**src/verilog/periph_pkg.sv**
```systemverilog
package periph_pkg;

  ////////////////////
  // I/O port map
  ////////////////////
  localparam logic [15:0] port_kempston = 16'h001F;  // Low byte decoded only
  localparam logic [15:0] port_reg_addr = 16'hFC3B;  // Register number
  localparam logic [15:0] port_reg_data = 16'hFD3B;  // Register data
  localparam logic [7:0]  port_ula      = 8'hFE;     // Any even port hits

  // Extended register numbers
  typedef enum logic [7:0] {
    reg_spi_ctrl    = 8'h02,  // Chip selects, busy in bit 7
    reg_spi_data    = 8'h03,  // Shift register
    reg_audio_level = 8'h04   // Tone level
  } ext_reg_e;

  ////////////////////
  // Mixer weights
  ////////////////////
  // Worst case 96 + 32 + 32 + 63 = 223, fits in 8 bits
  localparam logic [7:0] mix_w_spk = 8'd96;
  localparam logic [7:0] mix_w_mic = 8'd32;
  localparam logic [7:0] mix_w_ear = 8'd32;

  // SPI master states
  typedef enum logic [1:0] {
    spi_idle,
    spi_shift,
    spi_done
  } spi_state_e;

  ////////////////////
  // Bus structs
  ////////////////////
  typedef struct packed {
    logic        strobe;  // One cycle per access
    logic        write;
    logic [15:0] addr;
    logic [7:0]  wdata;
  } io_req_t;

  typedef struct packed {
    logic       valid;  // One cycle after read strobe
    logic [7:0] rdata;
  } io_rsp_t;

  // Register window strobe, one cycle per data-port access
  typedef struct packed {
    logic       rd;
    logic       wr;
    ext_reg_e   sel;
    logic [7:0] wdata;
  } ext_reg_t;

  typedef struct packed {
    logic       oe;    // Source drives the read bus
    logic [7:0] data;
  } rd_src_t;

endpackage

```
**src/verilog/ext_reg_port.sv**
```systemverilog
`timescale 1ns/1ps

// Indirect register window at FC3B (number) and FD3B (data)
module ext_reg_port (
  input  logic                 clk,
  input  logic                 reset,
  input  periph_pkg::io_req_t  io_req,
  output periph_pkg::ext_reg_t ext_reg,
  output periph_pkg::rd_src_t  rd_src
);

  periph_pkg::ext_reg_e reg_num;  // Currently selected register

  logic addr_hit;  // Access to number port
  logic data_hit;  // Access to data port

  ////////////////////
  // Port decode
  ////////////////////
  // Full 16-bit compare on both ports
  assign addr_hit = io_req.strobe && (io_req.addr == periph_pkg::port_reg_addr);
  assign data_hit = io_req.strobe && (io_req.addr == periph_pkg::port_reg_data);

  // Register number latch
  always_ff @(posedge clk) begin
    if (reset) begin
      reg_num <= periph_pkg::ext_reg_e'(8'h00);  // Register 0 after reset
    end else if (addr_hit && io_req.write) begin
      reg_num <= periph_pkg::ext_reg_e'(io_req.wdata);
    end
  end

  ////////////////////
  // Register strobes
  ////////////////////
  // Combinational, lives only in the request cycle
  always_comb begin
    ext_reg.rd    = data_hit && !io_req.write;
    ext_reg.wr    = data_hit && io_req.write;
    ext_reg.sel   = reg_num;       // Peripherals match their own numbers
    ext_reg.wdata = io_req.wdata;
  end

  // Readback of the selected number
  always_comb begin
    rd_src.oe   = addr_hit && !io_req.write;
    rd_src.data = reg_num;
  end

endmodule

```
**src/verilog/spi_bridge.sv**
```systemverilog
`timescale 1ns/1ps

// SPI master for flash and SD, mode 0, sclk at half clk
module spi_bridge (
  input  logic                 clk,
  input  logic                 reset,
  input  periph_pkg::ext_reg_t ext_reg,
  output periph_pkg::rd_src_t  rd_src,
  output logic                 flash_cs_n,
  output logic                 sd_cs_n,
  output logic                 spi_sclk,
  output logic                 spi_mosi,
  input  logic                 flash_miso,
  input  logic                 sd_miso
);

  periph_pkg::spi_state_e state;

  logic [1:0] cs_q;       // Bit 0 flash, bit 1 SD, active low
  logic       sclk_q;
  logic [2:0] bit_cnt;    // Counts falling sclk edges
  logic [7:0] shift_out;
  logic [7:0] shift_in;
  logic [7:0] rx_byte;    // Last received byte
  logic       busy;
  logic       miso;
  logic       ctrl_hit;
  logic       data_hit;
  logic       start;
  logic [7:0] tx_byte;
  logic [1:0] cs_next;

  ////////////////////
  // Register decode
  ////////////////////
  assign ctrl_hit = ext_reg.sel == periph_pkg::reg_spi_ctrl;
  assign data_hit = ext_reg.sel == periph_pkg::reg_spi_data;

  assign start   = data_hit && (ext_reg.rd || ext_reg.wr);  // Read or write kicks off
  assign tx_byte = ext_reg.wr ? ext_reg.wdata : 8'hFF;      // Dummy byte on read

  // Both selects low -> flash keeps it, SD dropped
  assign cs_next = (ext_reg.wdata[1:0] == 2'b00) ? 2'b10 : ext_reg.wdata[1:0];

  assign busy = state != periph_pkg::spi_idle;              // Shift and done
  assign miso = cs_q[0] ? sd_miso : flash_miso;

  // Control state and FSM
  always_ff @(posedge clk) begin
    if (reset) begin
      state     <= periph_pkg::spi_idle;
      cs_q      <= 2'b11;  // Nothing selected
      sclk_q    <= 1'b0;
      bit_cnt   <= 3'd0;
      shift_out <= 8'h00;  // Keeps mosi low
    end else begin
      if (ext_reg.wr && ctrl_hit) begin
        cs_q <= cs_next;
      end
      case (state)
        periph_pkg::spi_idle: begin
          if (start) begin  // Ignored when busy
            state     <= periph_pkg::spi_shift;
            shift_out <= tx_byte;  // MSB shows on mosi right away
            bit_cnt   <= 3'd0;
          end
        end
        periph_pkg::spi_shift: begin
          sclk_q <= ~sclk_q;
          if (sclk_q) begin  // Falling sclk, next mosi bit
            shift_out <= {shift_out[6:0], 1'b0};
            bit_cnt   <= bit_cnt + 3'd1;
            if (bit_cnt == 3'd7) begin
              state <= periph_pkg::spi_done;
            end
          end
        end
        periph_pkg::spi_done: state <= periph_pkg::spi_idle;  // One cycle only
        default:              state <= periph_pkg::spi_idle;
      endcase
    end
  end

  ////////////////////
  // Receive path
  ////////////////////
  always_ff @(posedge clk) begin
    if (state == periph_pkg::spi_shift) begin
      if (!sclk_q) begin
        shift_in <= {shift_in[6:0], miso};  // Rising sclk samples
      end else if (bit_cnt == 3'd7) begin
        rx_byte <= shift_in;                // All 8 bits in
      end
    end
  end

  // Readback
  always_comb begin
    rd_src.oe   = ext_reg.rd && (ctrl_hit || data_hit);
    rd_src.data = ctrl_hit ? {busy, 5'b00000, cs_q} : rx_byte;
  end

  // Pins
  assign flash_cs_n = cs_q[0];
  assign sd_cs_n    = cs_q[1];
  assign spi_sclk   = sclk_q;
  assign spi_mosi   = shift_out[7];

endmodule

```
**src/verilog/audio_mixer.sv**
```systemverilog
`timescale 1ns/1ps

// Beeper, mic, ear and tone level mixed into a 1-bit sigma-delta stream
module audio_mixer (
  input  logic                 clk,
  input  logic                 reset,
  input  periph_pkg::io_req_t  io_req,
  input  periph_pkg::ext_reg_t ext_reg,
  input  logic                 ear,
  output logic                 audio_out
);

  logic       spk;
  logic       mic;
  logic [7:0] level;
  logic [1:0] ear_sync;   // Two-flop synchronizer
  logic [7:0] mix;
  logic [7:0] acc;
  logic [8:0] acc_sum;    // Carry in bit 8
  logic       ula_wr;
  logic       level_wr;

  ////////////////////
  // Source latches
  ////////////////////
  // Beeper port decodes on A0 alone
  assign ula_wr   = io_req.strobe && io_req.write &&
                    (io_req.addr[0] == periph_pkg::port_ula[0]);
  assign level_wr = ext_reg.wr && (ext_reg.sel == periph_pkg::reg_audio_level);

  always_ff @(posedge clk) begin
    if (reset) begin
      spk   <= 1'b0;
      mic   <= 1'b0;
      level <= 8'h00;
    end else begin
      if (ula_wr) begin
        spk <= io_req.wdata[4];  // Bit 4 beeper
        mic <= io_req.wdata[3];  // Bit 3 mic
      end
      if (level_wr) level <= ext_reg.wdata;
    end
  end

  always_ff @(posedge clk) begin
    ear_sync <= {ear_sync[0], ear};
  end

  // Weighted sum, max 223
  assign mix = (spk ? periph_pkg::mix_w_spk : 8'd0) +
               (mic ? periph_pkg::mix_w_mic : 8'd0) +
               (ear_sync[1] ? periph_pkg::mix_w_ear : 8'd0) +
               {2'b00, level[7:2]};  // Level / 4

  ////////////////////
  // Sigma-delta
  ////////////////////
  assign acc_sum = {1'b0, acc} + {1'b0, mix};

  always_ff @(posedge clk) begin
    if (reset || ula_wr || level_wr) begin
      acc       <= 8'h00;  // Restart so 256 cycles give exactly mix ones
      audio_out <= 1'b0;
    end else begin
      acc       <= acc_sum[7:0];
      audio_out <= acc_sum[8];  // Carry is the output bit
    end
  end

endmodule

```
**src/verilog/cpu_bus_mux.sv**
```systemverilog
`timescale 1ns/1ps

// Kempston port and registered read-data priority mux
module cpu_bus_mux (
  input  logic                clk,
  input  logic                reset,
  input  periph_pkg::io_req_t io_req,
  input  logic [4:0]          joy,
  input  periph_pkg::rd_src_t reg_src,
  input  periph_pkg::rd_src_t spi_src,
  output periph_pkg::io_rsp_t io_rsp
);

  logic [4:0] joy_meta;
  logic [4:0] joy_sync;    // Readable two cycles after a change
  logic       rd_strobe;
  logic       kemp_oe;
  logic [7:0] rd_data;
  logic       rsp_valid;
  logic [7:0] rsp_rdata;

  ////////////////////
  // Kempston joystick
  ////////////////////
  always_ff @(posedge clk) begin
    joy_meta <= joy;
    joy_sync <= joy_meta;
  end

  assign rd_strobe = io_req.strobe && !io_req.write;
  // Only the low address byte is decoded
  assign kemp_oe   = rd_strobe && (io_req.addr[7:0] == periph_pkg::port_kempston[7:0]);

  // Priority: window, SPI, joystick, then open bus
  always_comb begin
    if (reg_src.oe)      rd_data = reg_src.data;
    else if (spi_src.oe) rd_data = spi_src.data;
    else if (kemp_oe)    rd_data = {3'b000, joy_sync};  // Top bits read 0
    else                 rd_data = 8'hFF;
  end

  ////////////////////
  // Response register
  ////////////////////
  always_ff @(posedge clk) begin
    if (reset) rsp_valid <= 1'b0;
    else       rsp_valid <= rd_strobe;  // Fixed one-cycle latency
  end

  always_ff @(posedge clk) begin
    if (rd_strobe) rsp_rdata <= rd_data;
  end

  assign io_rsp.valid = rsp_valid;
  assign io_rsp.rdata = rsp_rdata;

endmodule

```
**src/verilog/periph_top.sv**
```systemverilog
`timescale 1ns/1ps

// I/O subsystem top, CPU bus in, pins out
module periph_top (
  input  logic                clk,
  input  logic                reset,

  // CPU side
  input  periph_pkg::io_req_t io_req,
  output periph_pkg::io_rsp_t io_rsp,

  // Joystick and audio
  input  logic [4:0]          joy,
  input  logic                ear,
  output logic                audio_out,

  // SPI, shared clock and data
  output logic                flash_cs_n,
  output logic                sd_cs_n,
  output logic                spi_sclk,
  output logic                spi_mosi,
  input  logic                flash_miso,
  input  logic                sd_miso
);

  periph_pkg::ext_reg_t ext_reg;  // Window strobes to peripherals
  periph_pkg::rd_src_t  reg_src;  // Register number readback
  periph_pkg::rd_src_t  spi_src;  // SPI status and data readback

  ////////////////////
  // Register window
  ////////////////////
  ext_reg_port u_ext_reg_port (
    .clk    (clk),
    .reset  (reset),
    .io_req (io_req),
    .ext_reg(ext_reg),
    .rd_src (reg_src)
  );

  // Flash and SD
  spi_bridge u_spi_bridge (
    .clk       (clk),
    .reset     (reset),
    .ext_reg   (ext_reg),
    .rd_src    (spi_src),
    .flash_cs_n(flash_cs_n),
    .sd_cs_n   (sd_cs_n),
    .spi_sclk  (spi_sclk),
    .spi_mosi  (spi_mosi),
    .flash_miso(flash_miso),
    .sd_miso   (sd_miso)
  );

  ////////////////////
  // Sound
  ////////////////////
  audio_mixer u_audio_mixer (
    .clk      (clk),
    .reset    (reset),
    .io_req   (io_req),
    .ext_reg  (ext_reg),
    .ear      (ear),
    .audio_out(audio_out)
  );

  // Read mux and Kempston port
  cpu_bus_mux u_cpu_bus_mux (
    .clk    (clk),
    .reset  (reset),
    .io_req (io_req),
    .joy    (joy),
    .reg_src(reg_src),
    .spi_src(spi_src),
    .io_rsp (io_rsp)
  );

endmodule

```
**config.mk**
```make
export PLATFORM = sky130hd
export DESIGN_NAME = periph_top
export DESIGN_NICKNAME = d
export VERILOG_FILES = /design/src/verilog/periph_pkg.sv /design/src/verilog/ext_reg_port.sv /design/src/verilog/spi_bridge.sv /design/src/verilog/audio_mixer.sv /design/src/verilog/cpu_bus_mux.sv /design/src/verilog/periph_top.sv
export SDC_FILE = /design/constraint.sdc
export NUM_CORES = 1
export LEC_CHECK = 0
export ABC_AREA = 1
export BUFFER_PORTS_ARGS = -buffer_cell sky130_fd_sc_hd__clkbuf_2
export CAP_MARGIN = 20
export CORE_MARGIN = 1.5
export CORE_UTILIZATION = 43
export CTS_BUF_LIST = sky130_fd_sc_hd__clkbuf_16
export CTS_CLUSTER_SIZE = 10
export DETAILED_ROUTE_END_ITERATION = 6
export HOLD_SLACK_MARGIN = 0.12
export PLACE_DENSITY = 0.69
export SLEW_MARGIN = 20
export SYNTH_ARGS = -nofsm -noshare
export SYNTH_HDL_FRONTEND = slang
export SYNTH_SLANG_ARGS = --single-unit
```
**constraint.sdc**
```tcl
create_clock -name clk -period 2.3 [get_ports clk]
set_input_delay 0.46 -clock clk [delete_from_list [all_inputs] [get_ports clk]]
set_output_delay 0.46 -clock clk [all_outputs]
set_load 0.01 [all_outputs]
```
# Word-level counts from Yosys, hierarchy flattened
# Cells that the tools add are included.
dict set report word_totals {
  ff_bits 80
  output_inout_bits 14
  wordCells 83
}
dict set report op_classes {
  addsub 5
  n_eq_ne 11
  muxes 20
  n_bitwise 2
  reduce_logical 27
}
# operator n
set ops {}
lappend ops {{two-way mux 8 bit} 7}
lappend ops {{equality test 16 bit (second input constant)} 2}
lappend ops {{adder 8 bit} 2}
lappend ops {{equality test 8 x 2 -> 1 bit (second input constant)} 2}
lappend ops {{one-hot mux 8 bit (2 select lines)} 1}
lappend ops {{logical AND 1 bit} 14}
lappend ops {{two-way mux 6 bit} 2}
lappend ops {{adder 8 x 8 -> 9 bit} 1}
lappend ops {{AND reduction 3 bit} 3}
lappend ops {{adder 8 x 6 -> 8 bit} 1}
lappend ops {{equality test 8 x 3 -> 1 bit (second input constant)} 1}
lappend ops {{equality test 8 x 5 -> 1 bit (second input constant)} 1}
lappend ops {{two-way mux 2 bit} 4}
lappend ops {{two-way mux 7 bit} 1}
lappend ops {{two-way mux 3 bit} 2}
lappend ops {{inequality test 2 x 1 -> 1 bit (second input constant)} 3}
lappend ops {{one-hot mux 3 bit (2 select lines)} 1}
lappend ops {{logical NOT 2 bit} 2}
lappend ops {{logical OR 1 bit} 4}
lappend ops {{one-hot mux 2 bit (2 select lines)} 1}
lappend ops {{nonzero test 2 bit} 2}
lappend ops {{adder 3 x 1 -> 3 bit (second input constant)} 1}
lappend ops {{equality test 3 bit (second input constant)} 1}
lappend ops {{equality test 2 x 1 -> 1 bit (second input constant)} 1}
lappend ops {{4 further kinds} 5}

# Logic depth before layout (Yosys ltp)
# Gate-level depths: netlist of the first run.
dict set report depth {
  word_depth 7
  ltp_mapped 11
}

# Hierarchy
# A second synthesis of the first run with hierarchy kept.
dict set report hier_totals {
  hier_cells 511
  area_unflattened_um2 4047.6
}
# module n_inst cells_each area_each_um2 seq_area_each_um2
set by_module_without_submodules {}
lappend by_module_without_submodules {spi_bridge 1 183 1587.8 800.8}
lappend by_module_without_submodules {audio_mixer 1 135 1009.7 380.4}
lappend by_module_without_submodules {cpu_bus_mux 1 84 782.0 460.4}
lappend by_module_without_submodules {ext_reg_port 1 109 668.1 160.2}

# Worst setup path before layout of the first run
# OpenSTA, ideal clock, no wires.
dict set report synth_timing {
  path_kind {register -> register}
  start {register u_audio_mixer.ear_sync[1]}
  end {register u_audio_mixer.acc[7]}
  t_arrival_ns 2.318
  t_required_ns 2.179
  slack_ns -0.139
  stages_incl_launch_ff 12
  path_cell_list {dfxtp_1 -> fa_1 -> ha_1 -> inv_1 -> fa_1 -> inv_1 -> ha_1 -> a21o_1 -> a31oi_1 -> nand2_1 -> nand2_1 -> a21oi_1}
}
dict set report synth_between {
  elab_chain_cells 4
}
# element line
set synth_rtl {}
lappend synth_rtl {{from (decl)} audio_mixer.sv:16} ;# logic [1:0] ear_sync;
lappend synth_rtl {{from (signal assigned)} audio_mixer.sv:46} ;# ear_sync <= {ear_sync[0], ear};
lappend synth_rtl {{two-way mux 6 bit} audio_mixer.sv:52} ;# (ear_sync[1] ? periph_pkg::mix_w_ear : 8'd0) +
lappend synth_rtl {{adder 8 bit} audio_mixer.sv:51} ;# (mic ? periph_pkg::mix_w_mic : 8'd0) +
lappend synth_rtl {{adder 8 x 6 -> 8 bit} audio_mixer.sv:52}
lappend synth_rtl {{adder 8 x 8 -> 9 bit} audio_mixer.sv:58} ;# assign acc_sum = {1'b0, acc} + {1'b0, mix};
lappend synth_rtl {{to (signal assigned)} audio_mixer.sv:65} ;# acc <= acc_sum[7:0];
lappend synth_rtl {{to (decl)} audio_mixer.sv:18} ;# logic [7:0] acc;
# No other way between the ends.
# A chain may end at the register's enable or synchronous reset.

# Worst setup path in the final report of the first run
# Ends and elaborated chain as after synthesis.

==> out/metrics.csv, run 1 <==
stage,metric,value,unit
floorplanning,initial cell density of the core,0.452,
synth,"Net Count, Synth",474,
floorplanning,Die W,93.8,um
placed_design,port buffer count,49,
synth,"EDFF count, synth",24,
timing,Worst-Margin Slew,0.678,ns
timing,setup violators final,3,
synth,Syn Std Cell Area,3540,sq um
power_and_ir_drop,Power Density,741,nW/um^2
detailed_routing,Post-Route WL,7040,um
synth,Synth Area in XOR/XNOR,0.00494,
synth,fraction of registers with async set/reset,0,
power_and_ir_drop,Peak VDD IR,0.000394,V
run,Max-cap violations,0,
status,violated checks,negative setup slack,
timing,Final Hold Viols,0,
synth,most numerous cell in the Yosys netlist,nand2_1,
floorplanning,die area,8800,sq um
layout,layout cell share with drive strength beyond 1,0.199,
synth,Yosys top cell area share,0.305,
worst_setup_path,worst-path maximum fanout,4,
timing,fin. max-slew vios,0,
min_path,Worst Hold Class,input pin to register,
cts,clk slew on worst S/H paths,0.06,ns
worst_setup_path,Worst EP required,2.52,ns
global_route,first-pass GRT wire length,11400,um
synth,Synth Warn #,0,
detailed_routing,Detailed Routing Iterations Pass 1,4,
worst_setup_path,startpoint types,register,
detailed_routing,post-route ant nets,0,
synth,synth unique cells,42,
detailed_routing,wire per inst,11.9,um
status,status,"complete, but fails checks",
power_and_ir_drop,total power,0.00316,W
worst_setup_path,Worst path max stage delay,0.54,ns
detailed_routing,initial drt markers,166,
cts,root buf cell,clkbuf_16,
worst_setup_path,CP Capture Type,register,
synth,Synth Area in Compound Gates,0.0904,
synth,adder-cell area share of the yosys netlist,0.0558,
global_route,vias in the first global route,2582,
global_route,largest net degree at the start of global routing,19,
floorplanning,core area,7850,sq um
detailed_routing,DR vias,2828,
layout,Antenna diodes,0,
worst_setup_path,worst path arrival time,2.68,ns
timing,final setup TNS,-0.358,ns
worst_setup_path,CP Cell Sequence,fa_1 > ha_2 > inv_1 > fa_1 > inv_2 > ha_4 > a21o_1 > a31oi_2 > nand2_1 > nand2_1 > a21oi_1,
floorplanning,I/O Pins,50,
timing,slew margin rel.,0.547,
synth,Synth area leaders,"dfxtp_1 (30%), edfxtp_1 (20%), nand2_1 (10%)",
layout,# fillers,735,
synth,most frequent cells after synthesis,"nand2_1 (96), inv_1 (58), nor2_1 (56)",
global_route,initial antenna violation count,0,
synth,Synth Area per Inst,8.36,sq um
cts,CTS buffer count,9,
detailed_routing,vias per std cell,4.79,
timing,RSZ-0062 raised after global routing,true,
placed_design,routability cong.,0.829,
detailed_routing,drt drc,0,
synth,Synth Flop Type,dfxtp_1,
timing,Max Freq,406,MHz
synth,mux cell area share after synthesis,0.00318,
power_and_ir_drop,P_leak,1.97,nW
cts,Clock Sinks,78,
timing,skew final,0.00769,ns
synth,largest family of logic cells by synthesized area,simple AND/OR/NAND/NOR gates,
worst_setup_path,crit path kind,register to register,
floorplanning,Cell Rows,32,
cts,H-tree lvl count,3,
synth,"flops & latches, synth",78,
synth,"Seq/Total Area, Yosys",0.508,
placed_design,dpl hpwl,5300,um
timing,crit path time final,2.46,ns
layout,Area Overhead vs Synth,20.4,%
cts,Max Root-Sink Buffers,2,
worst_setup_path,Slowest cell on crit path,fa_1,
timing,hold_ws,0.223,ns
layout,Post-layout nets,533,
cts,Worst-Skew Late Latency,0.34,ns
synth,Mapped Cells,424,
synth,simple logic cell fraction of the synthesized area,0.254,
global_route,GRT Util Overall,0.168,
timing,fin crit share,1.07,
cts,CTS tree,yes,
synth,largest area contributor in the netlist,dfxtp_1,
floorplanning,die height,93.8,um
global_route,aggregate global routing overflow,0,
timing,final setup margin,-0.163,ns
placed cells by master, fill, tap and decap left out, drive strengths merged, types with 5 or more instances in the layout:
master / synthesis / layout
dfxtp: 54 / 54
o21ai: 16 / 16
clkinv: 2 / 5
edfxtp: 24 / 24
buf: 6 / 8
nor3: 7 / 7
nand2: 100 / 100
ha: 11 / 11
inv: 59 / 60
clkbuf: 3 / 58
nor2: 61 / 61
nand4: 13 / 13
a21oi: 31 / 31
nand3: 15 / 15
metrics by stage:
stage	utilization	setup slack, ns	instances	area (sq um)
2_1_floorplan	-	-0.0425	424	3560
3_3_place_gp	0.499	-0.0959	573	3920
5_1_grt	0.544	-0.248	590	4270
3_5_place_dp	0.499	-0.200	573	3920
4_1_cts	0.541	-0.171	589	4250
6_report	0.544	-0.163	590	4270
worst max-delay path, delay by kind of cell (launching register included):
kind            cells  cell delay (ns)
buf+inv             2             0.09
simple gates        2             0.14
fa+ha+maj           4             1.41
compound gates      3             0.40
flops               1             0.33
flip-flops by register name (all words and copies together) (netlist names), 3 cells and up:
register	cells
u_audio_mixer.acc	8
u_cpu_bus_mux.rsp_rdata	8
u_ext_reg_port.reg_num	8
u_spi_bridge.rx_byte	8
u_spi_bridge.shift_in	8
u_spi_bridge.shift_out	8
u_audio_mixer.level	6
u_cpu_bus_mux.joy_meta	5
u_cpu_bus_mux.joy_sync	5
u_spi_bridge.bit_cnt	3
routing by layer:
metal,global-route usage,up-vias,share of wire
met5,0,-,0
met4,0.0734,0,0.020
met3,0.0396,13,0.051
met2,0.265,62,0.44
met1,0.218,1261,0.49
li1,-,1492,-
power breakdown:
part / total, W / switching, W / internal [W]
clock network: 0.00152 / 0.000569 / 0.000953
logic: 0.000190 / 0.000104 / 0.0000859
registers: 0.00145 / 0.0000107 / 0.00144
cell type report:
| cell class | count | area, sq um | share of cell area |
|---|---|---|---|
| clock inverter | 7 | 97.6 | 0.0229 |
| sequential | 78 | 1800 | 0.423 |
| inverter | 61 | 229 | 0.0537 |
| clock buffer | 9 | 225 | 0.0528 |
| multi-input combinational | 276 | 1480 | 0.347 |
| tap | 102 | 128 | 0.0299 |
| timing repair buffer | 57 | 305 | 0.0716 |
cells by family (layout without fill, tap and decap cells):
family / count (synthesis) / after routing
flip-flops: 78 / 78
multiplexers: 1 / 1
AND/OR/NAND/NOR: 201 / 201
adder cells (fa/ha/maj): 14 / 14
AO/OA/AOI/OAI: 58 / 58
XOR/XNOR: 2 / 2
buffers and inverters: 70 / 134
path summary, 6_finish.rpt:
path / from / slack, ns / end / cells past startpoint
hold / removal: joy[2] / 0.22 / u_cpu_bus_mux.joy_meta[2] / 1
hold reg to reg: u_cpu_bus_mux.joy_meta[3] / 0.33 / u_cpu_bus_mux.joy_sync[3] / 0
setup reg to reg: u_audio_mixer.ear_sync[1] / -0.16 / u_audio_mixer.acc[7] / 11
setup / recovery: u_audio_mixer.ear_sync[1] / -0.16 / u_audio_mixer.acc[7] / 11
what timing repair did:
| action | CTS | global route |
|---|---|---|
| buffers inserted | 0 | 1 |
| hold buffers | 0 | 0 |
| gates resized for setup | 3 | 5 |
| pin swaps | 3 | 3 |
| endpoints found under the setup margin | 3 | 3 |
Note: power is estimated with default switching activity, not from simulation.
==> run 2, diff against run 1 <==
CORE_UTILIZATION = 30   (was 43)
PLACE_DENSITY = 0.53   (was 0.69)
==> out/metrics.csv, run 2 (synthesized netlist as in run 1, its figures left out) <==
stage,metric,value,unit,change
power_and_ir_drop,Power Density,730,nW/um^2,was 741 nW/um^2
floorplanning,core area,11500,sq um,was 7850 sq um
placed_design,routability cong.,0.809,,was 0.829
layout,final instance area,4330,sq um,was 4270 sq um
cts,CTS tree,yes,,unchanged
worst_setup_path,CP Cell Sequence,fa_1 > ha_1 > inv_1 > fa_1 > inv_2 > ha_4 > a21o_1 > a31oi_2 > nand2_1 > nand2_1 > a21oi_2,,was fa_1 > ha_2 > inv_1 > fa_1 > inv_2 > ha_4 > a21o_1 > a31oi_2 > nand2_1 > nand2_1 > a21oi_1
cts,CTS buffer count,9,,unchanged
layout,"commonest non-fill, non-tap cell in the layout",nand2_1,,unchanged
cts,Clock Sinks,78,,unchanged
worst_setup_path,crit path kind,register to register,,unchanged
timing,RSZ-0062 raised after global routing,true,,unchanged
global_route,largest net degree at the start of global routing,18,,was 19
worst_setup_path,startpoint types,register,,unchanged
worst_setup_path,Worst path max stage delay,0.53,ns,was 0.54 ns
timing,setup violators final,3,,unchanged
timing,Max Freq,408,MHz,was 406 MHz
run,Max-cap violations,0,,unchanged
timing,slew margin rel.,0.686,,was 0.547
floorplanning,Cell Rows,39,,was 32
detailed_routing,vias per std cell,4.46,,was 4.79
power_and_ir_drop,total power,0.00316,W,about the same
placed_design,dpl hpwl,5710,um,was 5300 um
layout,most frequent cells in the layout,"nand2_1 (95), inv_1 (57), nor2_1 (56), dfxtp_1 (53), clkbuf_2 (49)",,unchanged
global_route,first-pass GRT wire length,12600,um,was 11400 um
power_and_ir_drop,Peak VDD IR,0.000388,V,was 0.000394 V
global_route,aggregate global routing overflow,0,,unchanged
global_route,GRT Util Overall,0.127,,was 0.168
cts,Worst-Skew Late Latency,0.34,ns,about the same
detailed_routing,Detailed Routing Iterations Pass 1,4,,unchanged
detailed_routing,post-route ant nets,0,,unchanged
worst_setup_path,worst-path maximum fanout,2,,was 4
layout,Antenna diodes,0,,unchanged
timing,crit path time final,2.45,ns,was 2.46 ns
timing,Worst-Margin Slew,0.467,ns,was 0.678 ns
cts,root buf cell,clkbuf_16,,unchanged
detailed_routing,initial drt markers,110,,was 166
floorplanning,die area,12500,sq um,was 8800 sq um
worst_setup_path,CP Capture Type,register,,unchanged
timing,fin. max-slew vios,0,,unchanged
placed_design,port buffer count,49,,unchanged
worst_setup_path,Worst EP required,2.52,ns,about the same
worst_setup_path,Worst Path Buf+Inv,2,,unchanged
detailed_routing,DR vias,2814,,was 2828
detailed_routing,Post-Route WL,7620,um,was 7040 um
placed_design,dpl cell area,3990,sq um,was 3920 sq um
timing,skew final,0.00819,ns,was 0.00769 ns
status,violated checks,negative setup slack,,unchanged
layout,layout cell share with drive strength beyond 1,0.197,,was 0.199
detailed_routing,wire per inst,12.1,um,was 11.9 um
worst_setup_path,worst path arrival time,2.67,ns,was 2.68 ns
min_path,Worst Hold Class,input pin to register,,unchanged
worst_setup_path,Slowest cell on crit path,fa_1,,unchanged
detailed_routing,drt drc,0,,unchanged
timing,fin crit share,1.07,,about the same
floorplanning,Die W,112,um,was 93.8 um
floorplanning,initial cell density of the core,0.309,,was 0.452
cts,clk slew on worst S/H paths,0.06,ns,about the same
layout,Post-layout nets,533,,unchanged
global_route,initial antenna violation count,0,,unchanged
status,status,"complete, but fails checks",,unchanged
global_route,vias in the first global route,2681,,was 2582
layout,Area Overhead vs Synth,22.1,%,was 20.4%
timing,Final Hold Viols,0,,unchanged
worst_setup_path,top cell family by delay on the critical path,adder cells,,unchanged
power_and_ir_drop,P_leak,1.98,nW,was 1.97 nW
timing,final setup margin,-0.151,ns,was -0.163 ns
cts,Max Root-Sink Buffers,2,,unchanged
floorplanning,I/O Pins,50,,unchanged
cts,H-tree lvl count,3,,unchanged
floorplanning,die height,112,um,was 93.8 um
-- run 2: where the power goes --
part | total [W] | switching [W] | internal, W
combinational | 0.000197 | 0.000106 | 0.0000911
sequential | 0.00145 | 0.0000102 | 0.00144
clock | 0.00151 | 0.000592 | 0.000923
total | 0.00316 | 0.000708 | 0.00245
-- run 2: worst reg2reg max path: cells and delay by family, from the launching register on --
family,cells,cell delay (ns)
DFF,1,0.32
adders and majority gates,4,1.37
and+or+nand+nor,2,0.15
AOI/OAI and AO/OA,3,0.41
buffers and inverters,2,0.09
-- run 2: area by class of cell --
cell class / count / area, sq um
clock buffer: 10 / 250
clock inverter: 6 / 76.3
fill: 1184 / 7140
inverter: 61 / 229
multi-input combinational: 276 / 1470
sequential: 78 / 1800
tap: 143 / 179
timing repair buffer: 57 / 318
-- run 2: repair_timing --
action	CTS	global route
setup buffers	0	0
endpoints found under the setup margin	3	3
hold buffers	0	0
gates cloned	0	0
resized for setup	4	2
pin swaps	3	3
-- run 2: routing by layer --
metal,track usage,part of all wire,up-vias
met3,0.0289,0.046,7
met4,0.0506,0.010,0
met1,0.167,0.49,1264
li1,-,-,1492
met2,0.204,0.45,51
met5,0,0,-
-- run 2: per-stage QoR --
stage / hold WS [ns] / utilization / cells / TNS, ns / worst slack [ns]
final: 0.220 / 0.377 / 631 / -0.176 / -0.151
after global routing: 0.207 / 0.377 / 631 / -0.444 / -0.261
after CTS: 0.208 / 0.377 / 631 / -0.236 / -0.151
after detailed placement: 0.314 / 0.348 / 615 / -0.252 / -0.150
after global placement: 0.312 / 0.348 / 615 / -0.136 / -0.102
after floorplan: 0.310 / - / 424 / -0.0425 / -0.0425
-- run 2: path summary, 6_finish.rpt --
path	startpoint	endpoint	slack, ns	cells past startpoint
worst max register to register	u_audio_mixer.ear_sync[1]	u_audio_mixer.acc[7]	-0.15	11
worst max-delay path	u_audio_mixer.ear_sync[1]	u_audio_mixer.acc[7]	-0.15	11
worst min register to register	u_audio_mixer.ear_sync[0]	u_audio_mixer.ear_sync[1]	0.33	0
worst min-delay path	joy[3]	u_cpu_bus_mux.joy_meta[3]	0.22	1
==> run 3, diff against run 2 <==
CORE_UTILIZATION = 40   (was 30)
CTS_BUF_LIST = sky130_fd_sc_hd__clkbuf_4   (was sky130_fd_sc_hd__clkbuf_16)
PLACE_DENSITY = 0.65   (was 0.53)
==> out/metrics.csv, run 3 (synthesized netlist as in run 1, its figures left out) <==
stage,metric,value,unit,change
worst_setup_path,CP Cell Sequence,fa_1 > ha_1 > inv_1 > fa_1 > inv_2 > ha_4 > a21o_1 > a31oi_2 > nand2_1 > nand2_1 > a21oi_1,,was fa_1 > ha_1 > inv_1 > fa_1 > inv_2 > ha_4 > a21o_1 > a31oi_2 > nand2_1 > nand2_1 > a21oi_2
floorplanning,die height,97.1,um,was 112 um
timing,final setup margin,-0.162,ns,was -0.151 ns
detailed_routing,Post-Route WL,7050,um,was 7620 um
timing,hold_ws,0.283,ns,was 0.220 ns
cts,Max Root-Sink Buffers,2,,unchanged
cts,Clock Sinks,78,,unchanged
detailed_routing,initial drt markers,104,,was 110
detailed_routing,DR vias,2849,,was 2814
detailed_routing,wire per inst,11.8,um,was 12.1 um
layout,most frequent cells in the layout,"nand2_1 (96), inv_1 (57), nor2_1 (55), dfxtp_1 (53), clkbuf_2 (49)",,"was nand2_1 (95), inv_1 (57), nor2_1 (56), dfxtp_1 (53), clkbuf_2 (49)"
layout,"commonest non-fill, non-tap cell in the layout",nand2_1,,unchanged
worst_setup_path,Stages on worst setup path,11,,unchanged
timing,fin crit share,1.07,,about the same
timing,Max Freq,406,MHz,was 408 MHz
detailed_routing,vias per std cell,4.75,,was 4.46
worst_setup_path,CP Capture Type,register,,unchanged
detailed_routing,Detailed Routing Iterations Pass 1,4,,unchanged
global_route,aggregate global routing overflow,0,,unchanged
floorplanning,Die W,97.1,um,was 112 um
worst_setup_path,Worst EP required,2.62,ns,was 2.52 ns
timing,fin. max-slew vios,0,,unchanged
layout,"non-filler cells, final",600,,was 631
power_and_ir_drop,Peak VDD IR,0.000258,V,was 0.000388 V
global_route,GRT Util Overall,0.160,,was 0.127
global_route,largest net degree at the start of global routing,17,,was 18
placed_design,placed cell count,578,,was 615
min_path,Worst Hold Class,input pin to register,,unchanged
timing,RSZ-0062 raised after global routing,true,,unchanged
layout,Antenna diodes,0,,unchanged
worst_setup_path,worst path arrival time,2.78,ns,was 2.67 ns
floorplanning,Cell Rows,34,,was 39
power_and_ir_drop,Power Density,621,nW/um^2,was 730 nW/um^2
timing,slew margin rel.,0.551,,was 0.686
floorplanning,die area,9440,sq um,was 12500 sq um
global_route,first-pass GRT wire length,12100,um,was 12600 um
cts,Worst-Skew Late Latency,0.43,ns,was 0.34 ns
timing,Final Hold Viols,0,,unchanged
worst_setup_path,Worst path max stage delay,0.53,ns,about the same
floorplanning,initial cell density of the core,0.410,,was 0.309
worst_setup_path,top cell family by delay on the critical path,adder cells,,unchanged
global_route,initial antenna violation count,0,,unchanged
worst_setup_path,worst-path maximum fanout,5,,was 2
layout,Post-layout nets,537,,was 533
timing,setup violators final,2,,was 3
cts,root buf cell,clkbuf_4,,was clkbuf_16
floorplanning,I/O Pins,50,,unchanged
timing,final setup TNS,-0.199,ns,was -0.176 ns
worst_setup_path,reg2reg setup slack,-0.16,ns,was -0.15 ns
placed_design,port buffer count,49,,unchanged
worst_setup_path,Slowest cell on crit path,fa_1,,unchanged
worst_setup_path,Worst Setup SP,u_audio_mixer.ear_sync[1],,unchanged
timing,Worst-Margin Slew,0.671,ns,was 0.467 ns
placed_design,routability cong.,0.816,,was 0.809
worst_setup_path,CP endpoint,u_audio_mixer.acc[7],,unchanged
worst_setup_path,FF-to-FF path depth,11,,unchanged
detailed_routing,post-route ant nets,0,,unchanged
detailed_routing,drt drc,0,,unchanged
status,violated checks,negative setup slack,,unchanged
power_and_ir_drop,P_leak,1.92,nW,was 1.98 nW
timing,crit path time final,2.46,ns,was 2.45 ns
worst_setup_path,crit path kind,register to register,,unchanged
run,Max-cap violations,0,,unchanged
cts,CTS tree,yes,,unchanged
layout,Area Overhead vs Synth,17.2,%,was 22.1%
worst_setup_path,Worst Path Buf+Inv,2,,unchanged
worst_setup_path,FF-to-FF End,u_audio_mixer.acc[7],,unchanged
cts,H-tree lvl count,3,,unchanged
worst_setup_path,Crit Reg-Reg Startpoint,u_audio_mixer.ear_sync[1],,unchanged
floorplanning,core area,8640,sq um,was 11500 sq um
global_route,vias in the first global route,2714,,was 2681
status,status,"complete, but fails checks",,unchanged
cts,CTS buffer count,9,,unchanged
power_and_ir_drop,total power,0.00258,W,was 0.00316 W
worst_setup_path,startpoint types,register,,unchanged
cts,clk slew on worst S/H paths,0.13,ns,was 0.06 ns
timing,skew final,0.0100,ns,was 0.00819 ns
layout,layout cell share with drive strength beyond 1,0.189,,was 0.197
placed_design,dpl hpwl,5270,um,was 5710 um
## run 3: cell types whose count changed in the layout (fill, tap and decap cells not counted), sizes merged
cell         delta
dlygate4sd3     +6
buf             -2
bufinv          +1
clkbuf          -1
clkinvlp        +1
inv             -1
## run 3: worst min-delay path by stage
| stage | slack (ns) | start | to | cells after the start |
|---|---|---|---|---|
| 2_1_floorplan | 0.31 | u_audio_mixer.ear_sync[0] | u_audio_mixer.ear_sync[1] | 0 |
| 3_3_place_gp | 0.31 | u_cpu_bus_mux.joy_meta[3] | u_cpu_bus_mux.joy_sync[3] | 0 |
| 3_5_place_dp | 0.31 | u_cpu_bus_mux.joy_meta[3] | u_cpu_bus_mux.joy_sync[3] | 0 |
| 4_1_cts | 0.26 | io_req[25] | u_cpu_bus_mux.rsp_valid | 3 |
| 5_1_grt | 0.28 | io_req[25] | u_cpu_bus_mux.rsp_valid | 3 |
| 6_report | 0.28 | io_req[25] | u_cpu_bus_mux.rsp_valid | 3 |
## run 3: area by class of cell
class | count | area (sq um)
clock buffers | 9 | 67.6
clock inverters | 7 | 97.6
fillers | 845 | 4480
inverters | 61 | 229
multi-input cells | 276 | 1470
flip-flops and latches | 78 | 1800
well taps | 108 | 135
repair buffers | 61 | 350
## run 3: layer usage
metal  up-vias  share of wire  global-route usage
met2        63           0.44               0.248
met1      1273           0.50               0.212
met5         -              0                   0
met4         0          0.016              0.0669
met3         9          0.048              0.0439
li1       1504              -                   -
## run 3: worst min-delay path: stages
cell and delay [ns]:
clkbuf_2 0.10, inv_2 0.08, nor3_1 0.05
## run 3: repair_timing
item                                   in CTS  in global routing
setup endpoints to repair                   3                  3
resized for setup                           3                  3
gates cloned                                0                  0
hold buffers                                6                  0
pin swaps                                   3                  2
setup buffers                               0                  0
endpoints found under the hold margin       6                  0
## run 3: per-stage QoR
step	cell area, sq um	utilization	setup slack [ns]
floorplan	3560	-	-0.0425
global placement	3920	0.453	-0.0882
detailed placement	3920	0.453	-0.148
CTS	4140	0.480	-0.167
global route	4160	0.481	-0.303
finish	4160	0.481	-0.162
## run 3: report_power, final
group          internal (W)  switching, W  leakage [nW]  total (W)
Clock              0.000444      0.000499        0.0842   0.000943
Combinational     0.0000858      0.000101          1.17   0.000187
Sequential          0.00144     0.0000102         0.666    0.00145
Total               0.00197      0.000610          1.92    0.00258
